## config.mk

```make
export PLATFORM = sky130hd
export DESIGN_NAME = regfile_top
export DESIGN_NICKNAME = d
export VERILOG_FILES = /design/src/rtl/rv_regfile_pkg.sv /design/src/rtl/gpr_write_decode.sv /design/src/rtl/gpr_cell.sv /design/src/rtl/operand_read.sv /design/src/rtl/csr_file.sv /design/src/rtl/regfile_top.sv
export VERILOG_INCLUDE_DIRS = /design/src /design/src/rtl
export SDC_FILE = /design/constraint.sdc
export NUM_CORES = 1
export LEC_CHECK = 0
export BUFFER_PORTS_ARGS = -buffer_cell sky130_fd_sc_hd__buf_2
export CORE_ASPECT_RATIO = 1.4
export CORE_MARGIN = 2
export CORE_UTILIZATION = 50
export DETAILED_ROUTE_END_ITERATION = 10
export PLACE_DENSITY = 0.68
export SYNTH_ARGS = -nofsm -noshare
export SYNTH_HDL_FRONTEND = slang
export SYNTH_HIERARCHICAL = 1
export SYNTH_SLANG_ARGS = --single-unit
```

## constraint.sdc

```tcl
create_clock -name clk -period 4.3 [get_ports clk]
set_input_delay 0.43 -clock clk [delete_from_list [all_inputs] [get_ports clk]]
set_output_delay 0.43 -clock clk [all_outputs]
set_load 0.03 [all_outputs]
```

## src/rtl/rv_regfile_consts.svh

```systemverilog
`ifndef RV_REGFILE_CONSTS_SVH
`define RV_REGFILE_CONSTS_SVH

// ------------------------------------------------------------
// Register file geometry
// ------------------------------------------------------------
`define RF_NUM_GPR      16
`define RF_IDX_W        4
`define RF_XLEN         32

// ------------------------------------------------------------
// Machine CSR addresses
// ------------------------------------------------------------
`define CSR_MSTATUS     12'h300
`define CSR_MTVEC       12'h305
`define CSR_MEPC        12'h341
`define CSR_MCAUSE      12'h342
`define CSR_MVENDORID   12'hF11
`define CSR_MARCHID     12'hF12

// Read-only identification values
`define MVENDORID_VAL   32'h5256_3245
`define MARCHID_VAL     32'h0001_0E32

// ------------------------------------------------------------
// Trap constants
// ------------------------------------------------------------
// MPP = M-mode, also loaded on ecall
`define MSTATUS_RESET   32'h0000_1800
`define MCAUSE_ECALL_M  32'd11

`endif

```

## src/rtl/rv_regfile_pkg.sv

```systemverilog
`include "rv_regfile_consts.svh"

package rv_regfile_pkg;

  // Register index, x0..x15
  typedef logic [`RF_IDX_W-1:0] gpr_idx_t;

  // 12-bit CSR address as carried in the immediate field
  typedef logic [11:0] csr_addr_t;

  // ------------------------------------------------------------
  // mstatus field layout, only the machine-mode bits
  // ------------------------------------------------------------
  typedef struct packed {
    logic [18:0] rsvd_hi;    // 31:13
    logic [1:0]  mpp;        // 12:11
    logic [2:0]  rsvd_mid;   // 10:8
    logic        mpie;       // 7
    logic [2:0]  rsvd_lo;    // 6:4
    logic        mie;        // 3
    logic [2:0]  rsvd_base;  // 2:0
  } mstatus_fields_t;

  // Raw word for csrr/csrw, field view for trap return
  typedef union packed {
    logic [`RF_XLEN-1:0] word;
    mstatus_fields_t     fld;
  } mstatus_t;

endpackage

```

## src/rtl/gpr_write_decode.sv

```systemverilog
`timescale 1ns/1ps
`include "rv_regfile_consts.svh"

module gpr_write_decode (
  input  logic                       wbu_valid,
  input  logic                       gpr_wen,
  input  rv_regfile_pkg::gpr_idx_t   wb_rd,
  input  logic                       issue_valid,
  input  logic                       exu_ready,
  input  logic                       issue_wen,
  input  rv_regfile_pkg::gpr_idx_t   issue_rd,
  output logic [`RF_NUM_GPR-1:0]     wr_en,
  output logic [`RF_NUM_GPR-1:0]     set_busy,
  output logic [`RF_NUM_GPR-1:0]     clr_busy
);

  logic                   wb_fire;
  logic                   issue_fire;
  logic [`RF_NUM_GPR-1:0] wb_onehot;
  logic [`RF_NUM_GPR-1:0] issue_onehot;
  logic [`RF_NUM_GPR-1:0] x0_mask;

  assign wb_fire    = wbu_valid & gpr_wen;
  assign issue_fire = issue_valid & exu_ready & issue_wen;

  // x0 is hardwired, never enabled
  assign x0_mask = {{(`RF_NUM_GPR-1){1'b1}}, 1'b0};

  always_comb begin
    wb_onehot        = '0;
    wb_onehot[wb_rd] = 1'b1;
  end

  always_comb begin
    issue_onehot           = '0;
    issue_onehot[issue_rd] = 1'b1;
  end

  // Writeback writes the data and retires the busy bit together
  assign wr_en    = wb_fire ? (wb_onehot & x0_mask) : '0;
  assign clr_busy = wb_fire ? (wb_onehot & x0_mask) : '0;

  // Issue marks the destination pending
  assign set_busy = issue_fire ? (issue_onehot & x0_mask) : '0;

endmodule

```

## src/rtl/gpr_cell.sv

```systemverilog
`timescale 1ns/1ps
`include "rv_regfile_consts.svh"

module gpr_cell (
  input  logic                clk,
  input  logic                rst_n,
  input  logic                wr_en,
  input  logic                set_busy,
  input  logic                clr_busy,
  input  logic [`RF_XLEN-1:0] wdata,
  output logic [`RF_XLEN-1:0] value,
  output logic                busy
);

  // Data word
  always_ff @(posedge clk or negedge rst_n) begin
    if (!rst_n) begin
      value <= '0;
    end else if (wr_en) begin
      value <= wdata;
    end
  end

  // ------------------------------------------------------------
  // Scoreboard bit
  // ------------------------------------------------------------
  // A new issue to the same register outranks the retiring write
  always_ff @(posedge clk or negedge rst_n) begin
    if (!rst_n) begin
      busy <= 1'b0;
    end else if (set_busy) begin
      busy <= 1'b1;
    end else if (clr_busy) begin
      busy <= 1'b0;
    end
  end

endmodule

```

## src/rtl/operand_read.sv

```systemverilog
`timescale 1ns/1ps
`include "rv_regfile_consts.svh"

module operand_read (
  input  logic [`RF_NUM_GPR*`RF_XLEN-1:0] gpr_values,
  input  logic [`RF_NUM_GPR-1:0]          gpr_busy,
  input  rv_regfile_pkg::gpr_idx_t        rs1,
  input  rv_regfile_pkg::gpr_idx_t        rs2,
  output logic [`RF_XLEN-1:0]             src1,
  output logic [`RF_XLEN-1:0]             src2,
  output logic                            operands_ready
);

  logic [`RF_XLEN-1:0] gpr_word [`RF_NUM_GPR];
  logic                rs1_busy;
  logic                rs2_busy;

  // Unflatten the cell outputs
  always_comb begin
    for (int i = 0; i < `RF_NUM_GPR; i++) begin
      gpr_word[i] = gpr_values[i*`RF_XLEN +: `RF_XLEN];
    end
  end

  // ------------------------------------------------------------
  // Operand mux
  // ------------------------------------------------------------
  assign src1 = gpr_word[rs1];
  assign src2 = gpr_word[rs2];

  // x0 is never pending
  assign rs1_busy = (rs1 != '0) & gpr_busy[rs1];
  assign rs2_busy = (rs2 != '0) & gpr_busy[rs2];

  // Decode may proceed once both sources have been written back
  assign operands_ready = ~(rs1_busy | rs2_busy);

endmodule

```

## src/rtl/csr_file.sv

```systemverilog
`timescale 1ns/1ps
`include "rv_regfile_consts.svh"

module csr_file (
  input  logic                        clk,
  input  logic                        rst_n,
  input  logic                        wbu_valid,
  input  logic                        csr_wen,
  input  rv_regfile_pkg::csr_addr_t   wb_csr_addr,
  input  logic [`RF_XLEN-1:0]         csr_wdata,
  input  logic [`RF_XLEN-1:0]         wb_pc,
  input  logic                        ecall_en,
  input  logic                        mret_en,
  input  rv_regfile_pkg::csr_addr_t   csr_addr,
  input  logic                        inst_ecall,
  input  logic                        inst_mret,
  output logic [`RF_XLEN-1:0]         csr_rdata
);

  import rv_regfile_pkg::*;

  logic [`RF_XLEN-1:0] mtvec;
  logic [`RF_XLEN-1:0] mepc;
  logic [`RF_XLEN-1:0] mcause;
  mstatus_t            mstatus;
  mstatus_t            mstatus_ret;

  logic                do_ecall;
  logic                do_mret;
  logic                do_write;
  logic                wr_mtvec;
  logic                wr_mepc;
  logic                wr_mcause;
  logic                wr_mstatus;

  // ------------------------------------------------------------
  // Write decode
  // ------------------------------------------------------------
  assign do_ecall = wbu_valid & ecall_en;
  assign do_mret  = wbu_valid & mret_en & ~ecall_en;

  // Trap entry or return owns the CSR write slot that cycle
  assign do_write = wbu_valid & csr_wen & ~ecall_en & ~mret_en;

  assign wr_mtvec   = do_write & (wb_csr_addr == `CSR_MTVEC);
  assign wr_mepc    = do_write & (wb_csr_addr == `CSR_MEPC);
  assign wr_mcause  = do_write & (wb_csr_addr == `CSR_MCAUSE);
  assign wr_mstatus = do_write & (wb_csr_addr == `CSR_MSTATUS);

  // mret: restore MIE, set MPIE, drop back to MPP = 0
  always_comb begin
    mstatus_ret          = mstatus;
    mstatus_ret.fld.mie  = mstatus.fld.mpie;
    mstatus_ret.fld.mpie = 1'b1;
    mstatus_ret.fld.mpp  = 2'b00;
  end

  // ------------------------------------------------------------
  // CSR registers
  // ------------------------------------------------------------
  always_ff @(posedge clk or negedge rst_n) begin
    if (!rst_n) begin
      mtvec   <= '0;
      mepc    <= '0;
      mcause  <= '0;
      mstatus <= `MSTATUS_RESET;
    end else begin
      if (wr_mtvec) begin
        mtvec <= csr_wdata;
      end

      if (do_ecall) begin
        mepc        <= wb_pc;
        mcause      <= `MCAUSE_ECALL_M;
        mstatus     <= `MSTATUS_RESET;
      end else if (do_mret) begin
        mstatus     <= mstatus_ret;
      end else begin
        if (wr_mepc) begin
          mepc <= csr_wdata;
        end
        if (wr_mcause) begin
          mcause <= csr_wdata;
        end
        if (wr_mstatus) begin
          mstatus.word <= csr_wdata;
        end
      end
    end
  end

  // ------------------------------------------------------------
  // Read mux
  // ------------------------------------------------------------
  // ecall fetches the trap vector, mret fetches the return PC
  always_comb begin
    if (inst_ecall || (csr_addr == `CSR_MTVEC)) begin
      csr_rdata = mtvec;
    end else if (inst_mret || (csr_addr == `CSR_MEPC)) begin
      csr_rdata = mepc;
    end else begin
      case (csr_addr)
        `CSR_MSTATUS:   csr_rdata = mstatus.word;
        `CSR_MCAUSE:    csr_rdata = mcause;
        `CSR_MVENDORID: csr_rdata = `MVENDORID_VAL;
        `CSR_MARCHID:   csr_rdata = `MARCHID_VAL;
        default:        csr_rdata = '0;
      endcase
    end
  end

endmodule

```

## src/rtl/regfile_top.sv

```systemverilog
`timescale 1ns/1ps
`include "rv_regfile_consts.svh"

module regfile_top (
  input  logic                        clk,
  input  logic                        rst_n,
  // Writeback
  input  logic                        wbu_valid,
  input  logic                        gpr_wen,
  input  rv_regfile_pkg::gpr_idx_t    wb_rd,
  input  logic [`RF_XLEN-1:0]         gpr_wdata,
  input  logic                        csr_wen,
  input  rv_regfile_pkg::csr_addr_t   wb_csr_addr,
  input  logic [`RF_XLEN-1:0]         csr_wdata,
  input  logic [`RF_XLEN-1:0]         wb_pc,
  input  logic                        ecall_en,
  input  logic                        mret_en,
  // Issue
  input  logic                        issue_valid,
  input  logic                        exu_ready,
  input  logic                        issue_wen,
  input  rv_regfile_pkg::gpr_idx_t    issue_rd,
  // Decode read
  input  rv_regfile_pkg::gpr_idx_t    rs1,
  input  rv_regfile_pkg::gpr_idx_t    rs2,
  input  rv_regfile_pkg::csr_addr_t   csr_addr,
  input  logic                        inst_ecall,
  input  logic                        inst_mret,
  output logic [`RF_XLEN-1:0]         src1,
  output logic [`RF_XLEN-1:0]         src2,
  output logic                        operands_ready,
  output logic [`RF_XLEN-1:0]         csr_rdata
);

  logic [`RF_NUM_GPR-1:0]         wr_en;
  logic [`RF_NUM_GPR-1:0]         set_busy;
  logic [`RF_NUM_GPR-1:0]         clr_busy;
  logic [`RF_NUM_GPR*`RF_XLEN-1:0] gpr_values;
  logic [`RF_NUM_GPR-1:0]         gpr_busy;

  gpr_write_decode u_gpr_write_decode (
    .wbu_valid   (wbu_valid),
    .gpr_wen     (gpr_wen),
    .wb_rd       (wb_rd),
    .issue_valid (issue_valid),
    .exu_ready   (exu_ready),
    .issue_wen   (issue_wen),
    .issue_rd    (issue_rd),
    .wr_en       (wr_en),
    .set_busy    (set_busy),
    .clr_busy    (clr_busy)
  );

  // ------------------------------------------------------------
  // General-purpose registers
  // ------------------------------------------------------------
  for (genvar i = 0; i < `RF_NUM_GPR; i++) begin : g_gpr
    gpr_cell u_gpr_cell (
      .clk      (clk),
      .rst_n    (rst_n),
      .wr_en    (wr_en[i]),
      .set_busy (set_busy[i]),
      .clr_busy (clr_busy[i]),
      .wdata    (gpr_wdata),
      .value    (gpr_values[i*`RF_XLEN +: `RF_XLEN]),
      .busy     (gpr_busy[i])
    );
  end

  operand_read u_operand_read (
    .gpr_values     (gpr_values),
    .gpr_busy       (gpr_busy),
    .rs1            (rs1),
    .rs2            (rs2),
    .src1           (src1),
    .src2           (src2),
    .operands_ready (operands_ready)
  );

  csr_file u_csr_file (
    .clk         (clk),
    .rst_n       (rst_n),
    .wbu_valid   (wbu_valid),
    .csr_wen     (csr_wen),
    .wb_csr_addr (wb_csr_addr),
    .csr_wdata   (csr_wdata),
    .wb_pc       (wb_pc),
    .ecall_en    (ecall_en),
    .mret_en     (mret_en),
    .csr_addr    (csr_addr),
    .inst_ecall  (inst_ecall),
    .inst_mret   (inst_mret),
    .csr_rdata   (csr_rdata)
  );

endmodule

```

# ---- Yosys cells after proc, flatten, opt, wreduce, memory -nomap -nowiden
# Index checks and enable logic that the tools add are counted.
dict set report totals {
  wordCells 166
  output_inout_bits 97
  inputBits 148
  regBits 656
}
dict set report classes {
  n_eq_ne 11
  n_bitwise 21
  n_reduce_logical 29
  magnitude_cmp 8
  mux 60
}
# operator count
set op_table {}
lappend op_table {{$mux W32} 15}
lappend op_table {{$bmux W32 S4} 2}
lappend op_table {{$pmux W32 S4} 1}
lappend op_table {{$eq A12 B10 Y1 const B} 8}
lappend op_table {{$reduce_bool A2 Y1} 19}
lappend op_table {{$mux W1} 36}
lappend op_table {{$mux W16} 2}
lappend op_table {{$eq A12 B12 Y1 const B} 2}
lappend op_table {{$lt A4 B5 Y1 const B} 4}
lappend op_table {{$and A1 B1 Y1} 15}
lappend op_table {{$ge A5 B5 Y1 const B} 2}
lappend op_table {{$not A4 Y5} 2}
lappend op_table {{$bmux W1 S4} 2}
lappend op_table {{$demux W1 S4} 2}
lappend op_table {{$ge A4 B1 Y1 const B} 2}
lappend op_table {{$reduce_bool A4 Y1} 2}
lappend op_table {{$reduce_and A2 Y1} 3}
lappend op_table {{$not A1 Y1} 3}
lappend op_table {{$reduce_bool A3 Y1} 1}
lappend op_table {{$logic_and A1 B1 Y1} 2}
lappend op_table {{$logic_or A1 B1 Y1} 2}
lappend op_table {{$ne A2 B1 Y1 const B} 1}
lappend op_table {{$or A1 B1 Y1} 1}

# ---- Depth between registers and ports, before layout
dict set report logic_depth {
  word_depth 7
  mapped_depth 7
  mapped_depth_nobuf 5
}

# ---- Cells and area by module
# Netlist, hierarchy kept.
# mod area_each_um2 cells_each n_inst seq_area_each_um2
set by_module_without_submodules {}
lappend by_module_without_submodules {gpr_cell 1381.3 71 16 825.8}
lappend by_module_without_submodules {operand_read 8371.8 630 1 0.0}
lappend by_module_without_submodules {csr_file 6078.3 653 1 3205.6}
lappend by_module_without_submodules {gpr_write_decode 417.9 67 1 0.0}

# ---- Worst setup path before layout
# No wires, ideal clock.
dict set report synth_timing {
  path_type {input -> output}
  startpoint {input csr_addr[5]}
  endpoint {output csr_rdata[16]}
  path_stages 6
  required_ns 3.870
  n_path_buf 2
  setup_slack_ns 1.087
  arrival_time_ns 2.783
  path_cell_list {or4_1 > nor4_1 > clkbuf_1 > clkbuf_1 > a221oi_1 > o21ai_0}
}
dict set report synth_via {
  elab_chain_len 4
  word_cells_on_any_way 11
  cone_classes {eq/ne: 6; mux: 3; reduce/logical: 2}
}
# item line
set synth_rtl {}
lappend synth_rtl {{start, declared} regfile_top.sv:26} ;# input rv_regfile_pkg::csr_addr_t csr_addr,
lappend synth_rtl {{$eq A12 B12 Y1, or another cell as far along} csr_file.sv:102} ;# case (csr_addr)
lappend synth_rtl {{$pmux W32 S4 or $logic_or A1 B1 Y1 (tied branches)} {csr_file.sv:102, csr_file.sv:99}}
lappend synth_rtl {{$mux W32} csr_file.sv:99} ;# end else if (inst_mret || (csr_addr == `CSR_MEPC)) begin
lappend synth_rtl {{$mux W32 (*)} csr_file.sv:97} ;# if (inst_ecall || (csr_addr == `CSR_MTVEC)) begin
lappend synth_rtl {{end, declared} regfile_top.sv:32} ;# output logic [`RF_XLEN-1:0] csr_rdata
# Mark *: on every way between the ends. The rest lies on a longest branch, timed or not.

# ---- Worst setup path after layout
dict set report layout_timing {
  startpoint {input csr_addr[5]}
  endpoint {output csr_rdata[13]}
}
# Same word-level chain as after synthesis.

==> results.sh <==
export IMPL_outcome="complete, no violations"
export IMPL_swShare_pct=27.34
export IMPL_final_nets=2796
export IMPL_place_gp_congestion=0.8746
export IMPL_cts_tree="yes"
export IMPL_slowest_stage="or4_1"
export IMPL_fin_tns_setup_ps=0
export IMPL_min_period_over_period_pct=83.92
export IMPL_critPathLaunchType="input port"
export IMPL_use_met1_pct=34.36
export IMPL_crit_arrival_ps=3180
export IMPL_cp_end_kind="output port"
export IMPL_drtAntennaViolNets=0
export IMPL_fmax_mhz=277.1
export IMPL_relSlewSlack_pct=30.29
export IMPL_finalMaxSlewViolations=0
export IMPL_p_clk_share_pct=33.8
export IMPL_final_common_cell="dfrtp_1"
export IMPL_htree_levels=3
export IMPL_avgRoutedWirePerCell_um=26.98
export IMPL_rsz0062_at_grt="no"
export IMPL_setup_viol=0
export IMPL_grtUsageMet3_pct=5.067
export IMPL_vias=22973
export IMPL_drt_iter0_markers=1684
export IMPL_grt_overflow_total=0
export IMPL_leakage_nw=17.90
export IMPL_crit_fanout=18
export IMPL_crit_path_max_incr_delay_ps=700
export IMPL_cts_buffers=67
export IMPL_die_area_mm2=0.07606
export IMPL_clkTransAtPathRegs_ps=60
export IMPL_final_cell_area_mm2=0.04062
export IMPL_min_period_ps=3609
export IMPL_crit_required_ps=3870
export IMPL_crit_type="input port to output port"
export IMPL_top_usage_layer="met2"
export IMPL_gr_usage_met2_pct=44.48
export IMPL_synth_nets=2629
export IMPL_worst_slew_pin_slew_ps=1046
export IMPL_grt_pass1_vias=25401
export IMPL_route_detailed_drc=0
export IMPL_p_int_w=0.01317
export IMPL_port_buffers=244
export IMPL_max_vdd_ir_drop_uv=307.3
export IMPL_syn_to_final_growth_pct=10.03
export IMPL_die_w_um=233.7
export IMPL_root_buffer="clkbuf_16"
export IMPL_crit_chain="buf_2, or4_1, nor3_4, nor3_1, or3_1, o21ai_0, buf_2"
export IMPL_fin_worst_skew_ps=0.1117
export IMPL_grt_first_pass_wirelength_um=155400
export IMPL_grt_max_degree=113
export IMPL_hpwl_um=60980
export IMPL_seqPwrFrac_pct=44.1
export IMPL_ioPinCount=245
export IMPL_hold_class="input port to flop"
export IMPL_power_total_w=0.01813
export IMPL_syn_area_per_cell_um2=14.88
export IMPL_cts_path_max_buffers=3
export IMPL_synth_warnings=6
export IMPL_final_cell_mix="653 x dfrtp_1, 480 x mux2_4, 262 x mux4_2, 235 x buf_2, 173 x nand2_1"
export IMPL_hold_violations=0
export IMPL_power_density_mw_per_mm2=446.4
export IMPL_rows=117
export IMPL_core_area_mm2=0.07290
export IMPL_syn_area_mm2=0.03692
export IMPL_clkSinkCount=655
export IMPL_path_common_cell="buf_2"
export IMPL_max_cap_violations=0
export IMPL_comb_power_share_pct=22.1
export IMPL_drtPass1Iterations=5
export IMPL_p_sw_w=0.004957
export IMPL_start_util_pct=50.64
export IMPL_synthCells=2481
export IMPL_routed_wl_um=98550
export IMPL_track_usage_pct=26.56
export IMPL_postPlaceCellArea_mm2=0.03832
export IMPL_grt_antenna_before_repair=12
export IMPL_die_h_um=325.5
export IMPL_layout_drive_gt1_share_pct=47.13
export IMPL_vias_per_cell=6.289
export IMPL_clock_latency_ps=610
==> per-stage QoR <==
| step | util [%] | hold slack [ps] | setup WS (ps) | std cells |
|---|---|---|---|---|
| final | 55.72 | 54.33 | 691.3 | 3653 |
| after global routing | 55.72 | 50.97 | 577.6 | 3653 |
| after CTS | 55.71 | 15.52 | 757.3 | 3651 |
| after detailed placement | 52.57 | 470.1 | 761.2 | 3530 |
| after global placement | 52.57 | 460.7 | 854.8 | 3530 |
| after floorplan | - | 134.4 | 1087 | 2481 |
==> worst paths after layout <==
path,depth (start not counted),startpoint,end,slack [ps]
min in group asynchronous,2,rst_n,g_gpr[12].u_gpr_cell/value[5],460
worst max-delay path,7,csr_addr[5],csr_rdata[13],690
worst min register to register,2,u_csr_file/mcause[16],u_csr_file/mcause[16],480
worst max register to register,1,g_gpr[0].u_gpr_cell/value[15],g_gpr[0].u_gpr_cell/value[15],3480
max in group asynchronous,3,rst_n,u_csr_file/mtvec[9],2690
worst min-delay path,3,wb_pc[30],u_csr_file/mepc[30],50
==> final cells by class <==
cell class / instances / area, um^2
inverters: 16 / 60.06
fillers: 5766 / 32280
clock buffers: 93 / 1946
diodes: 2 / 5.005
well taps: 952 / 1191
multi-input cells: 1582 / 18630
clock inverters: 27 / 336.6
flip-flops and latches: 655 / 16390
repair buffers: 326 / 2059
==> layer usage <==
metal	share of wire [%]	wire, um	up-vias
met5	0.11	105	-
met4	3.1	3063	16
met3	6.4	6293	210
met2	51	50050	871
met1	40	39040	12175
li1	-	-	9701
==> flip-flops by register name, indices dropped and copies added (netlist names) <==
| name | cells |
|---|---|
| u_csr_file/mepc | 32 |
| u_csr_file/mtvec | 32 |
| g_gpr.u_gpr_cell/busy | 15 |
| g_gpr.u_gpr_cell/value | 512 |
| u_csr_file/mcause | 32 |
| u_csr_file/mstatus | 32 |
==> power by group through the flow <==
| stage | logic, W | registers [W] | clock network, W |
|---|---|---|---|
| after floorplan | 0.00318 | 0.00779 | 0 |
| after global placement | 0.00391 | 0.00794 | 0 |
| after detailed placement | 0.00401 | 0.00807 | 0 |
| after CTS | 0.00403 | 0.00798 | 0.00624 |
| after global routing | 0.00428 | 0.00813 | 0.00649 |
| final | 0.00402 | 0.00800 | 0.00612 |
==> critical path: cells and delay by family <==
| kind | cells | cell delay [ps] |
|---|---|---|
| buffers and inverters | 2 | 390 |
| AO/OA/AOI/OAI | 1 | 450 |
| AND/OR/NAND/NOR | 4 | 1920 |
==> repair_timing <==
item,4_1_cts,5_1_grt
hold buffers,1,0
setup endpoints to repair,0,0
setup buffers,0,0
endpoints found under the hold margin,92,0
resized for setup,0,0
Power figures use the tool's default switching activity.
